==> config.mk <==
export PLATFORM = sky130hd
export DESIGN_NAME = sdp_rdma_eg
export DESIGN_NICKNAME = d
export VERILOG_FILES = /design/src/sdp_rdma_eg_pkg.sv /design/src/rdma_eg_ctrl.sv /design/src/rdma_eg_route.sv /design/src/rdma_eg_stream.sv /design/src/sdp_rdma_eg.sv
export VERILOG_INCLUDE_DIRS = /design/src /design/src/src
export SDC_FILE = /design/constraint.sdc
export NUM_CORES = 1
export LEC_CHECK = 0
export BUFFER_PORTS_ARGS = -buffer_cell sky130_fd_sc_hd__buf_2
export CORE_ASPECT_RATIO = 0.5
export CORE_MARGIN = 4
export CORE_UTILIZATION = 30
export DETAILED_ROUTE_END_ITERATION = 10
export RECOVER_POWER = 100
export SLEW_MARGIN = 10
export SYNTH_ARGS = -nofsm -noshare
export SYNTH_HDL_FRONTEND = slang
export SYNTH_SLANG_ARGS = --single-unit
export TNS_END_PERCENT = 20
==> constraint.sdc <==
create_clock -name nvdla_core_clk -period 19.3 [get_ports nvdla_core_clk]
set_input_delay 0.965 -clock nvdla_core_clk [delete_from_list [all_inputs] [get_ports nvdla_core_clk]]
set_output_delay 0.965 -clock nvdla_core_clk [all_outputs]
set_load 0.02 [all_outputs]
==> src/sdp_rdma_eg_consts.svh <==
// widths and mode codes for the rdma egress stage, included by the package and every rtl module
`ifndef SDP_RDMA_EG_CONSTS_SVH
`define SDP_RDMA_EG_CONSTS_SVH

// ======================================================================
// datapath geometry
// ======================================================================

// bits per atom
`define RDMA_EG_ATOM_W 32

// atoms per dma return word
`define RDMA_EG_ATOMS 4

// ======================================================================
// counter widths and configuration codes
// ======================================================================

// context entry size field, atoms minus one
`define RDMA_EG_CQ_SIZE_W 15

// programmed layer atom count
`define RDMA_EG_LAYER_W 16

// data use register encoding
`define RDMA_EG_USE_MUL 2'd0
`define RDMA_EG_USE_ALU 2'd1
`define RDMA_EG_USE_BOTH 2'd2

`endif

==> src/sdp_rdma_eg_pkg.sv <==
// shared payload and mode types for the rdma egress stage, imported by every rtl module
`include "sdp_rdma_eg_consts.svh"

package sdp_rdma_eg_pkg;

  // one atom of payload
  typedef logic [`RDMA_EG_ATOM_W-1:0] atom_t;

  // one bit per atom of a word
  typedef logic [`RDMA_EG_ATOMS-1:0] atom_mask_t;

  // full dma return word, atom 0 in the low bits
  typedef logic [`RDMA_EG_ATOMS*`RDMA_EG_ATOM_W-1:0] mem_word_t;

  // which consumers take the data
  typedef enum logic [1:0] {
    mul_only = `RDMA_EG_USE_MUL,
    alu_only = `RDMA_EG_USE_ALU,
    both     = `RDMA_EG_USE_BOTH
  } data_use_e;

  // element size inside an atom
  typedef enum logic {
    size_1byte = 1'b0,
    size_2byte = 1'b1
  } data_size_e;

  // layer atom count, N means N+1 atoms
  typedef logic [`RDMA_EG_LAYER_W-1:0] layer_cnt_t;

endpackage

==> src/rdma_eg_ctrl.sv <==
// egress control: mode decode, context queue beat counting and the layer done handshake
`timescale 1ns/1ps
`include "sdp_rdma_eg_consts.svh"

module rdma_eg_ctrl import sdp_rdma_eg_pkg::*; (
  input  logic                                nvdla_core_clk,
  input  logic                                nvdla_core_rstn,
  input  data_use_e                           data_use,
  input  data_size_e                          data_size,
  input  logic [`RDMA_EG_CQ_SIZE_W-1:0]       cq_size,
  input  logic                                cq_valid,
  input  logic                                word_take,
  input  logic [$clog2(`RDMA_EG_ATOMS+1)-1:0] word_atoms,
  input  logic                                op_load,
  input  logic                                alu_layer_end,
  input  logic                                mul_layer_end,
  output logic                                cq_ready,
  output logic                                word_take_ok,
  output logic                                alu_en,
  output logic                                mul_en,
  output logic                                use_both,
  output logic                                size_2byte,
  output logic                                eg_done
);

  // one extra bit so cq_size+1 fits
  localparam int CNT_W = `RDMA_EG_CQ_SIZE_W + 1;

  logic [CNT_W-1:0] beat_count;
  logic [CNT_W-1:0] beat_count_nxt;
  logic [CNT_W-1:0] beat_size;
  logic             is_last_beat;
  logic             alu_layer_done;
  logic             mul_layer_done;
  logic             layer_done;

  // ======================================================================
  // configuration decode
  // ======================================================================
  assign alu_en     = (data_use == alu_only) || (data_use == both);
  assign mul_en     = (data_use == mul_only) || (data_use == both);
  assign use_both   = (data_use == both);
  // port name hides the enum literal, so scope it
  assign size_2byte = (data_size == sdp_rdma_eg_pkg::size_2byte);

  // ======================================================================
  // context queue
  // ======================================================================
  // return data must always have a context entry waiting
  assign word_take_ok = cq_valid;

  // entry size is atoms minus one
  assign beat_size      = CNT_W'(cq_size) + 1'b1;
  assign beat_count_nxt = beat_count + CNT_W'(word_atoms);
  assign is_last_beat   = (beat_count_nxt == beat_size);

  // pop the entry on the beat that completes it
  assign cq_ready = word_take & is_last_beat;

  always_ff @(posedge nvdla_core_clk or negedge nvdla_core_rstn) begin
    if (!nvdla_core_rstn) begin
      beat_count <= '0;
    end else if (word_take) begin
      if (is_last_beat) begin
        beat_count <= '0;
      end else begin
        beat_count <= beat_count_nxt;
      end
    end
  end

  // ======================================================================
  // layer done
  // ======================================================================
  // disabled stream counts as done from op_load on
  always_ff @(posedge nvdla_core_clk or negedge nvdla_core_rstn) begin
    if (!nvdla_core_rstn) begin
      alu_layer_done <= 1'b0;
      mul_layer_done <= 1'b0;
    end else begin
      if (op_load) begin
        alu_layer_done <= !alu_en;
      end else if (alu_layer_end) begin
        alu_layer_done <= 1'b1;
      end else if (layer_done) begin
        alu_layer_done <= 1'b0;
      end
      if (op_load) begin
        mul_layer_done <= !mul_en;
      end else if (mul_layer_end) begin
        mul_layer_done <= 1'b1;
      end else if (layer_done) begin
        mul_layer_done <= 1'b0;
      end
    end
  end

  assign layer_done = alu_layer_done & mul_layer_done;

  // flags clear on the same edge, so this is a single pulse
  always_ff @(posedge nvdla_core_clk or negedge nvdla_core_rstn) begin
    if (!nvdla_core_rstn) begin
      eg_done <= 1'b0;
    end else begin
      eg_done <= layer_done;
    end
  end

endmodule

==> src/rdma_eg_route.sv <==
// egress router: takes dma words and forwards or splits their atoms to the alu and mul streams
`timescale 1ns/1ps
`include "sdp_rdma_eg_consts.svh"

module rdma_eg_route import sdp_rdma_eg_pkg::*; (
  input  mem_word_t                           dma_rsp_data,
  input  atom_mask_t                          dma_rsp_mask,
  input  logic                                dma_rsp_valid,
  input  logic                                word_take_ok,
  input  logic                                alu_en,
  input  logic                                mul_en,
  input  logic                                use_both,
  input  logic                                size_2byte,
  input  logic                                alu_in_ready,
  input  logic                                mul_in_ready,
  output logic                                dma_rsp_ready,
  output logic                                dma_cdt_pop,
  output logic                                word_take,
  output logic [$clog2(`RDMA_EG_ATOMS+1)-1:0] word_atoms,
  output mem_word_t                           alu_in_data,
  output atom_mask_t                          alu_in_mask,
  output logic                                alu_in_valid,
  output mem_word_t                           mul_in_data,
  output atom_mask_t                          mul_in_mask,
  output logic                                mul_in_valid
);

  localparam int AW         = `RDMA_EG_ATOM_W;
  localparam int ATOM_CNT_W = $clog2(`RDMA_EG_ATOMS + 1);

  mem_word_t  both_alu_data;
  mem_word_t  both_mul_data;
  atom_mask_t both_mask;

  // pick even or odd elements of an atom pair with the lower atom first
  function automatic atom_t split_pair(input atom_t lo, input atom_t hi,
                                       input logic odd, input logic half);
    logic [2*AW-1:0] pair;
    atom_t           res;
    pair = {hi, lo};
    res  = '0;
    if (half) begin
      for (int j = 0; j < AW / 16; j++) begin
        res[16*j +: 16] = pair[32*j + 16*odd +: 16];
      end
    end else begin
      for (int j = 0; j < AW / 8; j++) begin
        res[8*j +: 8] = pair[16*j + 8*odd +: 8];
      end
    end
    return res;
  endfunction

  // ======================================================================
  // handshake takes all enabled streams or none
  // ======================================================================
  assign dma_rsp_ready = word_take_ok & (!alu_en | alu_in_ready) & (!mul_en | mul_in_ready);
  assign word_take     = dma_rsp_valid & dma_rsp_ready;
  assign dma_cdt_pop   = word_take;

  // each stream valid waits on the other stream's ready
  assign alu_in_valid = alu_en & dma_rsp_valid & word_take_ok & (!mul_en | mul_in_ready);
  assign mul_in_valid = mul_en & dma_rsp_valid & word_take_ok & (!alu_en | alu_in_ready);

  // atoms carried by this beat
  always_comb begin
    word_atoms = '0;
    for (int i = 0; i < `RDMA_EG_ATOMS; i++) begin
      word_atoms = word_atoms + ATOM_CNT_W'(dma_rsp_mask[i]);
    end
  end

  // ======================================================================
  // both mode split
  // ======================================================================
  // pair k feeds output atom k and the upper half of the word stays empty
  always_comb begin
    both_alu_data = '0;
    both_mul_data = '0;
    both_mask     = '0;
    for (int k = 0; k < `RDMA_EG_ATOMS / 2; k++) begin
      both_alu_data[AW*k +: AW] = split_pair(dma_rsp_data[AW*2*k +: AW],
                                             dma_rsp_data[AW*(2*k+1) +: AW], 1'b0, size_2byte);
      both_mul_data[AW*k +: AW] = split_pair(dma_rsp_data[AW*2*k +: AW],
                                             dma_rsp_data[AW*(2*k+1) +: AW], 1'b1, size_2byte);
      both_mask[k] = dma_rsp_mask[2*k];
    end
  end

  // single mode passes the word through
  assign alu_in_data = use_both ? both_alu_data : dma_rsp_data;
  assign mul_in_data = use_both ? both_mul_data : dma_rsp_data;
  assign alu_in_mask = use_both ? both_mask : dma_rsp_mask;
  assign mul_in_mask = use_both ? both_mask : dma_rsp_mask;

endmodule

==> src/rdma_eg_stream.sv <==
// per-consumer stream: one word buffer, masked atoms out one per cycle, layer end counting
`timescale 1ns/1ps
`include "sdp_rdma_eg_consts.svh"

module rdma_eg_stream import sdp_rdma_eg_pkg::*; (
  input  logic       nvdla_core_clk,
  input  logic       nvdla_core_rstn,
  input  mem_word_t  in_data,
  input  atom_mask_t in_mask,
  input  logic       in_valid,
  input  layer_cnt_t layer_atoms,
  input  logic       op_load,
  input  logic       out_ready,
  output logic       in_ready,
  output atom_t      out_pd,
  output logic       out_last,
  output logic       out_valid,
  output logic       layer_end
);

  localparam int AW    = `RDMA_EG_ATOM_W;
  localparam int IDX_W = $clog2(`RDMA_EG_ATOMS);

  mem_word_t        buf_data;
  atom_mask_t       buf_mask;
  atom_mask_t       buf_mask_nxt;
  logic [IDX_W-1:0] sel;
  logic             out_take;
  layer_cnt_t       atom_cnt;

  // ======================================================================
  // word buffer
  // ======================================================================
  // buffer is empty once every masked atom is gone
  assign in_ready  = (buf_mask == '0);
  assign out_valid = (buf_mask != '0);
  assign out_take  = out_valid & out_ready;

  // lowest remaining atom goes first
  always_comb begin
    sel = '0;
    for (int i = `RDMA_EG_ATOMS - 1; i >= 0; i--) begin
      if (buf_mask[i]) begin
        sel = IDX_W'(i);
      end
    end
  end

  // retire the selected atom
  always_comb begin
    buf_mask_nxt      = buf_mask;
    buf_mask_nxt[sel] = 1'b0;
  end

  assign out_pd = buf_data[AW*sel +: AW];

  // remaining mask is the control state
  always_ff @(posedge nvdla_core_clk or negedge nvdla_core_rstn) begin
    if (!nvdla_core_rstn) begin
      buf_mask <= '0;
    end else if (in_valid && in_ready) begin
      buf_mask <= in_mask;
    end else if (out_take) begin
      buf_mask <= buf_mask_nxt;
    end
  end

  // payload held until the next load
  always_ff @(posedge nvdla_core_clk) begin
    if (in_valid && in_ready) begin
      buf_data <= in_data;
    end
  end

  // ======================================================================
  // layer end counting
  // ======================================================================
  // last atom of the layer when the count reaches layer_atoms
  assign out_last  = (atom_cnt == layer_atoms);
  assign layer_end = out_take & out_last;

  always_ff @(posedge nvdla_core_clk or negedge nvdla_core_rstn) begin
    if (!nvdla_core_rstn) begin
      atom_cnt <= '0;
    end else if (op_load) begin
      atom_cnt <= '0;
    end else if (out_take) begin
      // wrap for the next layer
      if (out_last) begin
        atom_cnt <= '0;
      end else begin
        atom_cnt <= atom_cnt + 1'b1;
      end
    end
  end

endmodule

==> src/sdp_rdma_eg.sv <==
// top of the rdma egress stage, connects control, router and the alu and mul streams
`timescale 1ns/1ps
`include "sdp_rdma_eg_consts.svh"

module sdp_rdma_eg import sdp_rdma_eg_pkg::*; (
  input  logic                          nvdla_core_clk,
  input  logic                          nvdla_core_rstn,
  // dma return
  input  mem_word_t                     dma_rsp_data,
  input  atom_mask_t                    dma_rsp_mask,
  input  logic                          dma_rsp_valid,
  output logic                          dma_rsp_ready,
  output logic                          dma_cdt_pop,
  // context queue
  input  logic [`RDMA_EG_CQ_SIZE_W-1:0] cq_size,
  input  logic                          cq_cube_end,
  input  logic                          cq_valid,
  output logic                          cq_ready,
  // consumer streams
  output atom_t                         alu_pd,
  output logic                          alu_last,
  output logic                          alu_valid,
  input  logic                          alu_ready,
  output atom_t                         mul_pd,
  output logic                          mul_last,
  output logic                          mul_valid,
  input  logic                          mul_ready,
  // configuration and completion
  input  data_use_e                     data_use,
  input  data_size_e                    data_size,
  input  layer_cnt_t                    layer_atoms,
  input  logic                          op_load,
  output logic                          eg_done
);

  // cq_cube_end rides with the entry, layer end comes from the stream counts

  logic                                word_take_ok;
  logic                                word_take;
  logic [$clog2(`RDMA_EG_ATOMS+1)-1:0] word_atoms;
  logic                                alu_en;
  logic                                mul_en;
  logic                                use_both;
  logic                                size_2byte;
  mem_word_t                           alu_in_data;
  atom_mask_t                          alu_in_mask;
  logic                                alu_in_valid;
  logic                                alu_in_ready;
  mem_word_t                           mul_in_data;
  atom_mask_t                          mul_in_mask;
  logic                                mul_in_valid;
  logic                                mul_in_ready;
  logic                                alu_layer_end;
  logic                                mul_layer_end;

  rdma_eg_ctrl u_ctrl (
    .nvdla_core_clk (nvdla_core_clk),
    .nvdla_core_rstn(nvdla_core_rstn),
    .data_use       (data_use),
    .data_size      (data_size),
    .cq_size        (cq_size),
    .cq_valid       (cq_valid),
    .word_take      (word_take),
    .word_atoms     (word_atoms),
    .op_load        (op_load),
    .alu_layer_end  (alu_layer_end),
    .mul_layer_end  (mul_layer_end),
    .cq_ready       (cq_ready),
    .word_take_ok   (word_take_ok),
    .alu_en         (alu_en),
    .mul_en         (mul_en),
    .use_both       (use_both),
    .size_2byte     (size_2byte),
    .eg_done        (eg_done)
  );

  rdma_eg_route u_route (
    .dma_rsp_data (dma_rsp_data),
    .dma_rsp_mask (dma_rsp_mask),
    .dma_rsp_valid(dma_rsp_valid),
    .word_take_ok (word_take_ok),
    .alu_en       (alu_en),
    .mul_en       (mul_en),
    .use_both     (use_both),
    .size_2byte   (size_2byte),
    .alu_in_ready (alu_in_ready),
    .mul_in_ready (mul_in_ready),
    .dma_rsp_ready(dma_rsp_ready),
    .dma_cdt_pop  (dma_cdt_pop),
    .word_take    (word_take),
    .word_atoms   (word_atoms),
    .alu_in_data  (alu_in_data),
    .alu_in_mask  (alu_in_mask),
    .alu_in_valid (alu_in_valid),
    .mul_in_data  (mul_in_data),
    .mul_in_mask  (mul_in_mask),
    .mul_in_valid (mul_in_valid)
  );

  // ======================================================================
  // consumer streams
  // ======================================================================
  rdma_eg_stream u_alu (
    .nvdla_core_clk (nvdla_core_clk),
    .nvdla_core_rstn(nvdla_core_rstn),
    .in_data        (alu_in_data),
    .in_mask        (alu_in_mask),
    .in_valid       (alu_in_valid),
    .layer_atoms    (layer_atoms),
    .op_load        (op_load),
    .out_ready      (alu_ready),
    .in_ready       (alu_in_ready),
    .out_pd         (alu_pd),
    .out_last       (alu_last),
    .out_valid      (alu_valid),
    .layer_end      (alu_layer_end)
  );

  rdma_eg_stream u_mul (
    .nvdla_core_clk (nvdla_core_clk),
    .nvdla_core_rstn(nvdla_core_rstn),
    .in_data        (mul_in_data),
    .in_mask        (mul_in_mask),
    .in_valid       (mul_in_valid),
    .layer_atoms    (layer_atoms),
    .op_load        (op_load),
    .out_ready      (mul_ready),
    .in_ready       (mul_in_ready),
    .out_pd         (mul_pd),
    .out_last       (mul_last),
    .out_valid      (mul_valid),
    .layer_end      (mul_layer_end)
  );

endmodule

# Yosys cells after proc, flatten, opt, wreduce, memory -nomap -nowiden
# Index checks and enable logic that the tools add are counted.
# word_totals
register_bits	315
latchBits	0
ram_bits	0
mem_bits_ro	0
inputBits	174
output_inout_bits	72
word_cells	105
memories	0
# classes
n_addsub	7
n_mul	0
div	0
magnitude_cmp	4
eq_ne	5
n_shift	2
mux	35
n_bitwise	21
n_reduce_logical	19
# ops
cell	count
128-bit by 8-bit indexed part select with 32-bit output	2
64-bit 2-to-1 mux	2
16-bit 2-to-1 mux	7
32-bit 2-to-1 mux	2
16-bit == test	3
24-bit 2-to-1 mux	2
16-bit by 1-bit adder with 16-bit output, second input constant	2
4-bit 2-to-1 mux	5
15-bit by 1-bit adder with 16-bit output, second input constant	1
16-bit by 3-bit adder with 16-bit output	1
2-bit 2-to-1 mux	8
1-bit AND	15
4-bit AND	2
4-bit zero test	2
4-bit inverter	2
2-bit nonzero test	4
4-bit nonzero test	2
1-bit 2-to-1 mux	7
3-bit by 1-bit adder with 3-bit output	2
2-bit by 3-bit < comparator with 1-bit output, second input constant	2
3-bit nonzero test	2
1-bit demux with 2-bit select	2
2-bit by 1-bit >= comparator with 1-bit output, second input constant	2
1-bit logical AND	4
other kinds (7)	10

# Longest topological paths before layout
# Gate-level depths: netlist (run 1).
# depth
ltp_word	12
mapped_depth	15
ltp_nobuf	14

# Modules after synthesis
# From an unflattened synthesis (run 1), not the netlist that was laid out.
# unflattened
cells_unflattened	1410
hier_area_um2	16968.8
# by_module_without_submodules
module	instances	cells_each	area_per_inst_um2	seq_area_each_um2
rdma_eg_stream at u_alu	1	399	6080.8	4344.2
rdma_eg_stream at u_mul	1	393	6015.8	4344.2
rdma_eg_route	1	421	3069.2	0.0
rdma_eg_ctrl	1	197	1803.0	475.5

# Worst setup path before layout (run 1)
# OpenSTA, ideal clock, no wires.
# synth_path
path_type	input-to-reg
startpoint	input port data_use[0]
endpoint	register u_mul.buf_mask[2]
setup_ns	0.116
arrival_time_ns	11.344
required_time_ns	19.184
setup_slack_ns	7.840
cell_stages	6
path_buffers	1
cell_sequence	inv_1 ha_1 clkbuf_1 nor2_1 nor3_1 a22o_1
# synth_between
elab_chain_len	7
elab_cells_between_ends	14
cone_classes	eq/ne (2); mux (2); bitwise (4); reduce/logical (6)
# synth_lines
element	line_no	rtl
from (decl)	sdp_rdma_eg.sv:29	input data_use_e data_use,
2-bit == test (tied with other cells)	rdma_eg_ctrl.sv:40, rdma_eg_ctrl.sv:41, rdma_eg_ctrl.sv:42	
1-bit logical OR (on tied branches)	rdma_eg_ctrl.sv:41, rdma_eg_ctrl.sv:40	
1-bit AND / 1-bit zero test (equally long branches)	rdma_eg_route.sv:63	assign mul_in_valid = mul_en & dma_rsp_valid & word_take_ok & (!alu_en | alu_in_ready);
1-bit AND / 1-bit OR (equally long branches)	rdma_eg_route.sv:63	
1-bit AND	rdma_eg_route.sv:63	
1-bit logical AND	rdma_eg_stream.sv:61	end else if (in_valid && in_ready) begin
4-bit 2-to-1 mux / 2-bit nonzero test (equally long branches)	n/a	
to (signal assigned)	rdma_eg_stream.sv:62	buf_mask <= in_mask;
to (signal assigned)	rdma_eg_stream.sv:64	buf_mask <= buf_mask_nxt;
to (decl)	rdma_eg_stream.sv:25	atom_mask_t buf_mask;
# Several ways; a longest one is shown, not always the timed one.
# A chain may end at the register's enable or synchronous reset.

# Worst setup path in the final report (run 1)
# layout_path
startpoint	input port dma_rsp_mask[0]
endpoint	output port cq_ready
# layout_between
elab_chain_len	6
# layout_lines
element	line_no	rtl
from (decl)	sdp_rdma_eg.sv:10	input atom_mask_t dma_rsp_mask,
1-bit by 1-bit adder with 2-bit output	rdma_eg_route.sv:69	word_atoms = word_atoms + ATOM_CNT_W'(dma_rsp_mask[i]);
3-bit by 1-bit adder with 3-bit output (2 in a row)	rdma_eg_route.sv:69	
16-bit by 3-bit adder with 16-bit output	rdma_eg_ctrl.sv:54	assign beat_count_nxt = beat_count + CNT_W'(word_atoms);
16-bit == test	rdma_eg_ctrl.sv:55	assign is_last_beat = (beat_count_nxt == beat_size);
1-bit AND	rdma_eg_ctrl.sv:58	assign cq_ready = word_take & is_last_beat;
to (decl)	sdp_rdma_eg.sv:18	output logic cq_ready,
# Every way passes these cells.

==> impl_metrics.csv, run 1 <==
group,metric,value,unit
cells_and_area,layout_common_cells,"256 x edfxtp_1, 166 x buf_2, 121 x mux2i_1, 108 x nor2_1, 93 x clkbuf_1",
sta,hold_viol,0,
clocking,cts_tree,"done",
status,status,"complete, but fails checks",
setup_path,end_kind,"primary output",
sta,setup_viol,0,
floorplanning,die_h,169.9,um
pwr,vdd_drop_max,0.07059,mV
floorplanning,die_w,331.7,um
setup_path,crit_chain,"clkbuf_1 > ha_1 > inv_1 > fa_1 > inv_1 > ha_1 > inv_1 > fa_1 > nand2b_1 > a2111oi_0 > xnor2_1 > or4_2 > a2111oi_0 > clkbuf_1",
sta,worst_pin_slew,4725,ps
floorplanning,core,0.05102,sq mm
setup_path,cp-start-kind,"input pin",
status,violations,"capacitance limit, slew limit",
logic_synthesis,synth-xor-area-share,6.136,%
routing,viasPerCell,4.844,
floorplanning,ios,246,
clocking,ctsHoldBuffers,0,
sta,tns,0,ps
job,maxCapViolCount,12,
floorplanning,start_util,30.82,%
setup_path,crit_type,"in -> out",
hold_path,hp-class,"reg -> reg",
clocking,numCtsBuffers,34,
floorplanning,row_count,58,
logic_synthesis,synth_top_family_by_area,"multiplexers",
placement,pre_cts_ws,13100,ps
sta,setup_ws,10010,ps
routing,first_pass_iters,5,
logic_synthesis,synth.avg_cell_area,12.31,sq um
clocking,cts_setup_buffers,0,
logic_synthesis,synthSimpleGateAreaFrac,10.70,%
setup_path,timing.critical_path.mode_cell,"inv_1",
logic_synthesis,synthesis.nets,1463,
global_route,track_usage,14.93,%
sta,fin_skew,21.59,ps
sta,drv_slew,662,
placement,gp_congestion,0.7894,
clocking,clk_latency,550,ps
logic_synthesis,ys_seq_elements,315,
routing,num_vias,10770,
cells_and_area,regArea,0.009164,sq mm
routing,ant_nets,0,
clocking,ctsRootBufferMaster,"clkbuf_16",
logic_synthesis,postSynth.asyncResetShare,18.73,%
logic_synthesis,seq_area_frac_synth,58.29,%
sta,max_freq,107.6,MHz
global_route,antenna_found_initial,10,
sta,rsz0062_at_grt,"false",
cells_and_area,area_delta_synth_final,18.19,%
sta,fin_crit,9292,ps
global_route,grt_max_degree,79,
routing,dr.first_iter.drc_count,689,
floorplanning,die-area,0.05635,sq mm
sta,slew_headroom,-223.1,%
clocking,clockBufferDepth,3,
cells_and_area,multi_input_area,0.006180,sq mm
logic_synthesis,synth_fa_ha_area_share,1.051,%
pwr,power_density,113.5,mW/mm^2
placement,portBuffers,244,
sta,fin_hold_ws,494.4,ps
clocking,cts_htree_levels,2,
cells_and_area,nets,1686,
logic_synthesis,yosysWarnings,0,
clocking,cts_sinks,315,
routing,wirelength,43210,um
clocking,path_clk_slew,60,ps
logic_synthesis,syn_inst,1277,
sta,finalCritPeriodShare,48.14,%
cells_and_area,final_common_cell,"edfxtp_1",
logic_synthesis,synthMuxAreaShare,12.29,%
routing,drc,0,
logic_synthesis,synth_edf_count,256,
global_route,grt_pass1_wl,65240,um
setup_path,crit_fanout,17,
placement,dp_hpwl,28390,um
global_route,grt-ovfl-total,0,
setup_path,path_buf_inv,5,
cells_and_area,drive_gt1_share,20.05,%
setup_path,critPathTopFamily,"compound AO/OA/AOI/OAI gates",
logic_synthesis,ys_types,50,
logic_synthesis,synth_ff_type,"edfxtp_1",
setup_path,slowest_delay,3660,ps
pwr,p_leak,6.665,nW
cells_and_area,fin_area,0.01858,sq mm
clocking,cts_resized,0,
setup_path,worstPathArrival,8330,ps
setup_path,crit_required,18330,ps
logic_synthesis,netlist_area,0.01572,sq mm
cells_and_area,fillCellCount,5049,
placement,place_area,0.01771,sq mm
logic_synthesis,synth_compound_area_share,9.152,%
routing,wire_per_inst,19.44,um
global_route,first_global_vias,10880,
setup_path,crit_slowest_cell,"a2111oi_0",
[worst paths after layout]
check                                      startpoint               endpoint  slack (ps)  depth (start not counted)
worst max-delay path                  dma_rsp_mask[0]               cq_ready       10010                         14
worst min-delay path            u_ctrl.alu_layer_done         u_ctrl.eg_done         490                          1
worst max register to register      u_alu.buf_mask[0]     u_mul.buf_data[75]       11580                          6
worst min register to register  u_ctrl.alu_layer_done         u_ctrl.eg_done         490                          1
max in group asynchronous             nvdla_core_rstn  u_ctrl.beat_count[13]       15770                          2
min in group asynchronous             nvdla_core_rstn     u_alu.atom_cnt[15]        1640                          2
[per-layer routing]
metal,GRT usage (%),share of wire (%),vias up
li1,-,-,5167
met1,17.52,40,5369
met2,28.19,54,166
met3,2.743,3.8,60
met4,4.051,2.0,6
met5,0,0.079,-
[worst register-to-register path: cells and delay by family (launching register included)]
family / cells / cell delay (ps)
simple gates: 4 / 1200
flops: 1 / 460
buf+inv: 2 / 5520
[sequential cells by signal, indices dropped and copies added (netlist names)]
name,count
u_alu.atom_cnt,16
u_alu.buf_data,128
u_alu.buf_mask,4
u_ctrl.alu_layer_done,1
u_ctrl.beat_count,16
u_ctrl.eg_done,1
u_ctrl.mul_layer_done,1
u_mul.atom_cnt,16
u_mul.buf_data,128
u_mul.buf_mask,4
[stage by stage]
| stage | cells | utilization [%] | total power (W) |
|---|---|---|---|
| finish | 2223 | 36.42 | 0.002108 |
| CTS | 2216 | 36.77 | 0.002144 |
| detailed placement | 2154 | 34.71 | 0.001510 |
| global route | 2222 | 36.42 | 0.002211 |
| floorplan | 1277 | - | 0.001256 |
| global placement | 2154 | 34.71 | 0.001506 |
[synthesized netlist by cell type (12+ instances only)]
cell	count	area, sq um
inv_1	20	75.07
nor2b_1	71	444.2
nor2_1	110	412.9
a21oi_1	71	355.3
xnor2_1	74	648.1
nand2_1	36	135.1
nand4_1	28	175.2
xor2_1	31	271.5
dfrtp_1	59	1476
clkbuf_1	63	236.5
mux2_2	64	720.7
nand3_1	19	95.09
mux2i_1	121	1211
a22oi_1	64	480.5
o21ai_0	82	410.4
nor3_1	12	60.06
edfxtp_1	256	7687
[power breakdown]
part,switching (W),internal (W),leakage (nW),total [W]
combinational,0.000447,0.000204,3.00,0.000650
sequential,0.0000247,0.000805,3.14,0.000830
clock,0.000284,0.000344,0.516,0.000628
[cell families after synthesis]
kind of cell | Yosys count
multiplexers | 185
AND/OR/NAND/NOR | 326
AO/OA/AOI/OAI | 236
buffers and inverters | 96
flip-flops | 315
XOR/XNOR | 107
adder cells (fa/ha/maj) | 12
[final cells by class]
type	instances	area share, %
repair buffers	262	6.612
clock buffers	41	4.720
multi-input cells	866	33.26
clock inverters	21	0.9292
inverters	21	0.4242
well taps	690	4.646
diodes	7	0.09427
flip-flops and latches	315	49.32
Power figures use the tool's default switching activity.
==> run 2: changes to the inputs <==
Clock period 19.3 ns to 9.5 ns, I/O delays scaled along.
==> run 2 against run 1 <==
The run still ends with capacitance limit, slew limit left. Total power is 100% higher. Via count is 0.37% higher. Critical path depth is 8 lower. Setup slack worse by 6800 ps. Register-to-register slack worse by 8400 ps. Clock skew is 2.4 ps lower. Design area is 0.18% lower. First-iteration DRC count is 1.5% lower. Clock-buffer cell count is 3 lower. Clock power is 97% higher. Worst hold slack worse by 420 ps. Wire length is 0.32% higher. Critical path type is now reg -> reg. Critical endpoint is now u_mul.buf_data[8]. Largest cell class unchanged.
==> impl_metrics.csv, run 2 (synthesis gave the netlist of run 1 again) <==
group,metric,value,unit
routing,drc,0,
clocking,cts_setup_buffers,0,
setup_path,crit_slowest_cell,"clkbuf_1",
setup_path,r2r_end,"u_mul.buf_data[8]",
pwr,p_sw_share,35.50,%
cells_and_area,finalNonFillerCells,2217,
cells_and_area,regArea,0.009164,sq mm
sta,fin_crit,6310,ps
global_route,grtUsageMet2,27.93,%
cells_and_area,layout_common_cells,"256 x edfxtp_1, 167 x buf_2, 121 x mux2i_1, 108 x nor2_1, 89 x clkbuf_1",
setup_path,critPathTopFamily,"buffers and inverters",
status,violations,"capacitance limit, slew limit",
sta,rsz0062_at_grt,"false",
pwr,finalPower,0.004238,W
clocking,cts_tree,"done",
cells_and_area,drive_gt1_share,20.05,%
routing,wirelength,43350,um
floorplanning,start_util,30.82,%
setup_path,crit_type,"reg -> reg",
clocking,cts_sinks,315,
routing,ant_nets,0,
global_route,grt-ovfl-total,0,
routing,first_pass_iters,5,
clocking,clk_latency,590,ps
global_route,grt_pass1_wl,65160,um
cells_and_area,final_common_cell,"edfxtp_1",
sta,setup_viol,0,
global_route,gr-usage-met3,2.856,%
clocking,path_clk_slew,60,ps
sta,tns,0,ps
setup_path,crit_required,9680,ps
setup_path,cp-start-kind,"register",
hold_path,hp-class,"in -> reg",
global_route,grt.met1_usage,17.04,%
clocking,ctsRootBufferMaster,"clkbuf_16",
pwr,power_density,228.5,mW/mm^2
pwr,internal-power,0.002733,W
cells_and_area,multi_input_area,0.006202,sq mm
floorplanning,die_w,331.7,um
setup_path,endpoint,"u_mul.buf_data[8]",
routing,num_vias,10810,
setup_path,slowest_delay,2430,ps
setup_path,crit_fanout,72,
clocking,ctsHoldBuffers,0,
routing,viasPerCell,4.875,
floorplanning,die-area,0.05635,sq mm
setup_path,critical_path_depth,6,
clocking,cts_resized,0,
cells_and_area,fillCellCount,5027,
sta,hold_viol,0,
setup_path,end_kind,"register",
routing,wire_per_inst,19.55,um
sta,max_freq,158.5,MHz
global_route,grt_max_degree,90,
floorplanning,core,0.05102,sq mm
sta,slew_headroom,-210.6,%
setup_path,startpoint,"u_alu.buf_mask[0]",
placement,dp_hpwl,28020,um
pwr,power_switching,0.001505,W
pwr,pwr-share-comb,31.0,%
global_route,track_usage,14.81,%
status,status,"complete, but fails checks",
sta,worst_pin_slew,4660,ps
floorplanning,row_count,58,
cells_and_area,nets,1682,
sta,fin_hold_ws,74.14,ps
pwr,vdd_drop_max,0.1212,mV
setup_path,crit_chain,"or4_1 > nand2_1 > nand3_1 > nor3_4 > clkbuf_1 > clkbuf_2",
setup_path,r2r_slack,3190,ps
cells_and_area,area_delta_synth_final,17.98,%
job,maxCapViolCount,8,
pwr,p_leak,6.656,nW
cells_and_area,reg.largest.list,"u_alu.buf_data: 128 flops, u_mul.buf_data: 128 flops",
floorplanning,ios,246,
global_route,first_global_vias,11080,
placement,portBuffers,244,
routing,dr.first_iter.drc_count,679,
placement,place_inst,2153,
setup_path,reg2reg_from,"u_alu.buf_mask[0]",
setup_path,worstPathArrival,6490,ps
sta,fin_skew,19.15,ps
placement,gp_congestion,0.8089,
clocking,cts_htree_levels,1,
clocking,numCtsBuffers,31,
setup_path,rr_worst_depth,6,
floorplanning,die_h,169.9,um
pwr,power.share.clock,29.3,%
hold_path,hold_depth,1,
clocking,clockBufferDepth,3,
pwr,pwr-share-seq,39.7,%
sta,drv_slew,489,
setup_path,path_buf_inv,2,
sta,finalCritPeriodShare,66.42,%
global_route,antenna_found_initial,12,
global_route,grt_busiest_layer,"met2",
==> run 2: area by class of cell <==
| class | count | area share (%) |
|---|---|---|
| antenna | 6 | 0.08095 |
| clock buffer | 38 | 4.378 |
| clock inverter | 20 | 0.9984 |
| inverter | 21 | 0.4250 |
| multi-input combinational | 866 | 33.44 |
| sequential | 315 | 49.41 |
| tap | 690 | 4.655 |
| timing repair buffer | 261 | 6.618 |
==> run 2: worst min path at each step <==
stage	start	endpoint	slack (ps)
floorplan	nvdla_core_rstn	u_alu.atom_cnt[0]	180
global placement	u_ctrl.alu_layer_done	u_ctrl.eg_done	470
detailed placement	u_ctrl.alu_layer_done	u_ctrl.eg_done	480
CTS	dma_rsp_data[7]	u_alu.buf_data[7]	30
global route	dma_rsp_data[7]	u_alu.buf_data[7]	40
finish	dma_rsp_data[7]	u_alu.buf_data[7]	70
==> run 2: power by group through the flow <==
stage | Clock [W] | Combinational [W] | Sequential, W
2_1_floorplan | 0 | 0.000843 | 0.00169
3_3_place_gp | 0 | 0.00136 | 0.00170
3_5_place_dp | 0 | 0.00137 | 0.00170
4_1_cts | 0.00128 | 0.00137 | 0.00168
5_1_grt | 0.00133 | 0.00143 | 0.00169
6_report | 0.00124 | 0.00132 | 0.00168
==> run 2: worst reg2reg max path: cells and delay by family (launching register included) <==
kind	cells	cell delay (ps)
simple gates	4	1200
flops	1	450
buf+inv	2	4210
==> run 2: layer usage <==
layer / vias to the layer above / share of wire, %
li1: 5169 / -
met1: 5357 / 40
met2: 195 / 53
met3: 75 / 3.9
met4: 12 / 2.8
met5: - / 0.19
==> run 2: through the flow <==
step,setup WS [ps],util (%),area [sq um]
2_1_floorplan,2421,-,15730
3_3_place_gp,4985,34.72,17710
3_5_place_dp,5005,34.72,17710
4_1_cts,4966,36.68,18710
5_1_grt,2658,36.35,18550
6_report,3190,36.36,18550
==> run 3: changes to the inputs <==
Clock period 9.5 ns to 6.2 ns, I/O delays scaled along.
==> run 3 against run 2 <==
Cell count up 0.36%. Largest power group unchanged. Design area grew 0.80%. Global-route usage grew 0.32 points. Critical path type is now reg -> out. Critical path depth rose by 1. Largest cell class unchanged. Non-clock buffer count increased by 7. Register-to-register slack worse by 1800 ps. Clock-buffer cell count grew 2. Critical endpoint is now mul_pd[6]. Clock power grew 60%. The flow still finishes with violations (capacitance limit, slew limit). Highest routed layer unchanged.
==> impl_metrics.csv, run 3 (synthesis gave the netlist of run 1 again) <==
group,metric,value,unit
status,status,"complete, but fails checks",
status,violations,"capacitance limit, slew limit",
setup_path,cp-start-kind,"register",
clocking,cts_htree_levels,2,
placement,gp_congestion,0.8067,
clocking,clockBufferDepth,3,
cells_and_area,fillCellCount,5083,
pwr,p_sw_share,35.63,%
floorplanning,ios,246,
placement,portBuffers,244,
pwr,pwr-share-comb,30.8,%
routing,viasPerCell,4.901,
sta,setup_ws,965.2,ps
pwr,power.share.clock,30.1,%
sta,finalCritPeriodShare,84.43,%
placement,dp_hpwl,27960,um
setup_path,worstPathArrival,4920,ps
floorplanning,die_h,169.9,um
sta,hold_viol,0,
routing,first_pass_iters,5,
cells_and_area,final_common_cell,"edfxtp_1",
global_route,antenna_found_initial,11,
placement,pre_cts_ws,2017,ps
sta,slew_headroom,-157.4,%
setup_path,crit_slowest_cell,"clkbuf_1",
setup_path,r2r_slack,1340,ps
setup_path,end_kind,"primary output",
routing,ant_nets,0,
clocking,numCtsBuffers,34,
global_route,grt_max_degree,134,
cells_and_area,regArea,0.009164,sq mm
pwr,internal-power,0.004252,W
setup_path,endpoint,"mul_pd[6]",
cells_and_area,utilization,36.65,%
sta,max_freq,191.0,MHz
setup_path,r2r_end,"u_mul.buf_mask[3]",
pwr,p_leak,6.711,nW
setup_path,reg2reg_from,"u_alu.buf_mask[0]",
setup_path,crit_required,5890,ps
setup_path,crit_fanout,32,
setup_path,crit_chain,"inv_1 > a21oi_1 > nor2_4 > clkbuf_1 > mux2i_1 > o21ai_0 > clkbuf_1",
cells_and_area,area_delta_synth_final,18.93,%
global_route,first_global_vias,11150,
sta,setup_viol,0,
global_route,grt-ovfl-total,0,
clocking,path_clk_slew,60,ps
setup_path,startpoint,"u_mul.buf_mask[2]",
routing,wirelength,43890,um
clocking,clk_latency,540,ps
cells_and_area,drive_gt1_share,20.14,%
setup_path,slowest_delay,2520,ps
setup_path,timing.critical_path.mode_cell,"clkbuf_1",
cells_and_area,finalNonFillerCells,2225,
hold_path,hp-class,"in -> reg",
floorplanning,die_w,331.7,um
cells_and_area,multi_input_area,0.006202,sq mm
setup_path,rr_worst_depth,6,
placement,place_inst,2151,
routing,wire_per_inst,19.73,um
routing,dr.first_iter.drc_count,585,
global_route,grt_pass1_wl,66480,um
routing,num_vias,10910,
pwr,power_density,353.3,mW/mm^2
pwr,power_switching,0.002354,W
cells_and_area,nets,1692,
clocking,cts_tree,"done",
routing,drc,0,
pwr,pwr-share-seq,39.1,%
sta,fin_skew,20.40,ps
global_route,track_usage,15.13,%
setup_path,path_buf_inv,3,
setup_path,critical_path_depth,7,
clocking,ctsRootBufferMaster,"clkbuf_16",
floorplanning,die-area,0.05635,sq mm
floorplanning,start_util,30.82,%
cells_and_area,layout_common_cells,"256 x edfxtp_1, 166 x buf_2, 121 x mux2i_1, 108 x nor2_1, 87 x clkbuf_1",
sta,fin_crit,5235,ps
sta,tns,0,ps
floorplanning,core,0.05102,sq mm
setup_path,critPathTopFamily,"buffers and inverters",
clocking,cts_sinks,315,
cells_and_area,reg.largest.list,"u_alu.buf_data: 128 flops, u_mul.buf_data: 128 flops",
sta,rsz0062_at_grt,"false",
pwr,vdd_drop_max,0.2538,mV
setup_path,crit_type,"reg -> out",
sta,worst_pin_slew,3861,ps
floorplanning,row_count,58,
job,maxCapViolCount,6,
sta,drv_slew,477,
clocking,cts_setup_buffers,0,
-- run 3: changes by cell type in the layout (fill, tap and decap cells not counted), sizes merged --
cell         before  now
buf             177  176
inv              22   23
clkbuf          122  123
bufinv            3    2
dlygate4sd3       0    9
clkinv           16   14
clkinvlp          0    1
-- run 3: worst reg2reg max path, stage by stage, from the launching register on --
cell and delay, ps:
dfrtp_1 450, or4_1 730, nand2_1 180, nand3_1 140
nor3_4 170, clkbuf_2 2380, a22o_1 760
-- run 3: timing repair --
action | in CTS | in global routing
hold endpoints to repair | 67 | 0
gates resized for setup | 0 | 0
hold buffers | 9 | 0
-- run 3: how the worst min path moves through the flow --
stage / startpoint / end / slack [ps] / cells after the start
after global routing: dma_rsp_data[99] / u_alu.buf_data[51] / 50 / 2
after global placement: u_ctrl.alu_layer_done / u_ctrl.eg_done / 470 / 1
after floorplan: nvdla_core_rstn / u_alu.atom_cnt[0] / 10 / 0
after detailed placement: u_ctrl.alu_layer_done / u_ctrl.eg_done / 490 / 1
final: dma_rsp_data[66] / u_alu.buf_data[34] / 80 / 2
after CTS: dma_rsp_data[99] / u_alu.buf_data[51] / 50 / 2
-- run 3: stage by stage --
stage	area [sq um]	hold slack, ps	total power [W]
floorplan	15730	14.41	0.003888
global placement	17720	468.7	0.004694
detailed placement	17720	485.7	0.004716
CTS	18880	50.23	0.006739
global route	18700	52.32	0.006939
finish	18700	84.67	0.006605
-- run 3: area by class of cell --
cell class | instances | area share, %
antenna | 6 | 0.08031
inverter | 21 | 0.4216
tap | 690 | 4.618
timing repair buffer | 268 | 7.007
sequential | 315 | 49.01
clock inverter | 19 | 1.017
clock buffer | 40 | 4.671
multi-input combinational | 866 | 33.17
-- run 3: per-layer routing --
metal	track usage, %	share of wire [%]	up-vias
met5	0	0.16	-
met4	4.959	2.8	10
met3	2.811	4.2	81
met2	28.37	53	224
met1	17.55	40	5393
li1	-	-	5197
-- run 3: power groups by stage --
stage / Clock (W) / Combinational, W / Sequential [W]
2_1_floorplan: 0 / 0.00129 / 0.00260
3_3_place_gp: 0 / 0.00209 / 0.00261
3_5_place_dp: 0 / 0.00210 / 0.00261
4_1_cts: 0.00206 / 0.00211 / 0.00257
5_1_grt: 0.00214 / 0.00219 / 0.00260
6_report: 0.00199 / 0.00203 / 0.00259
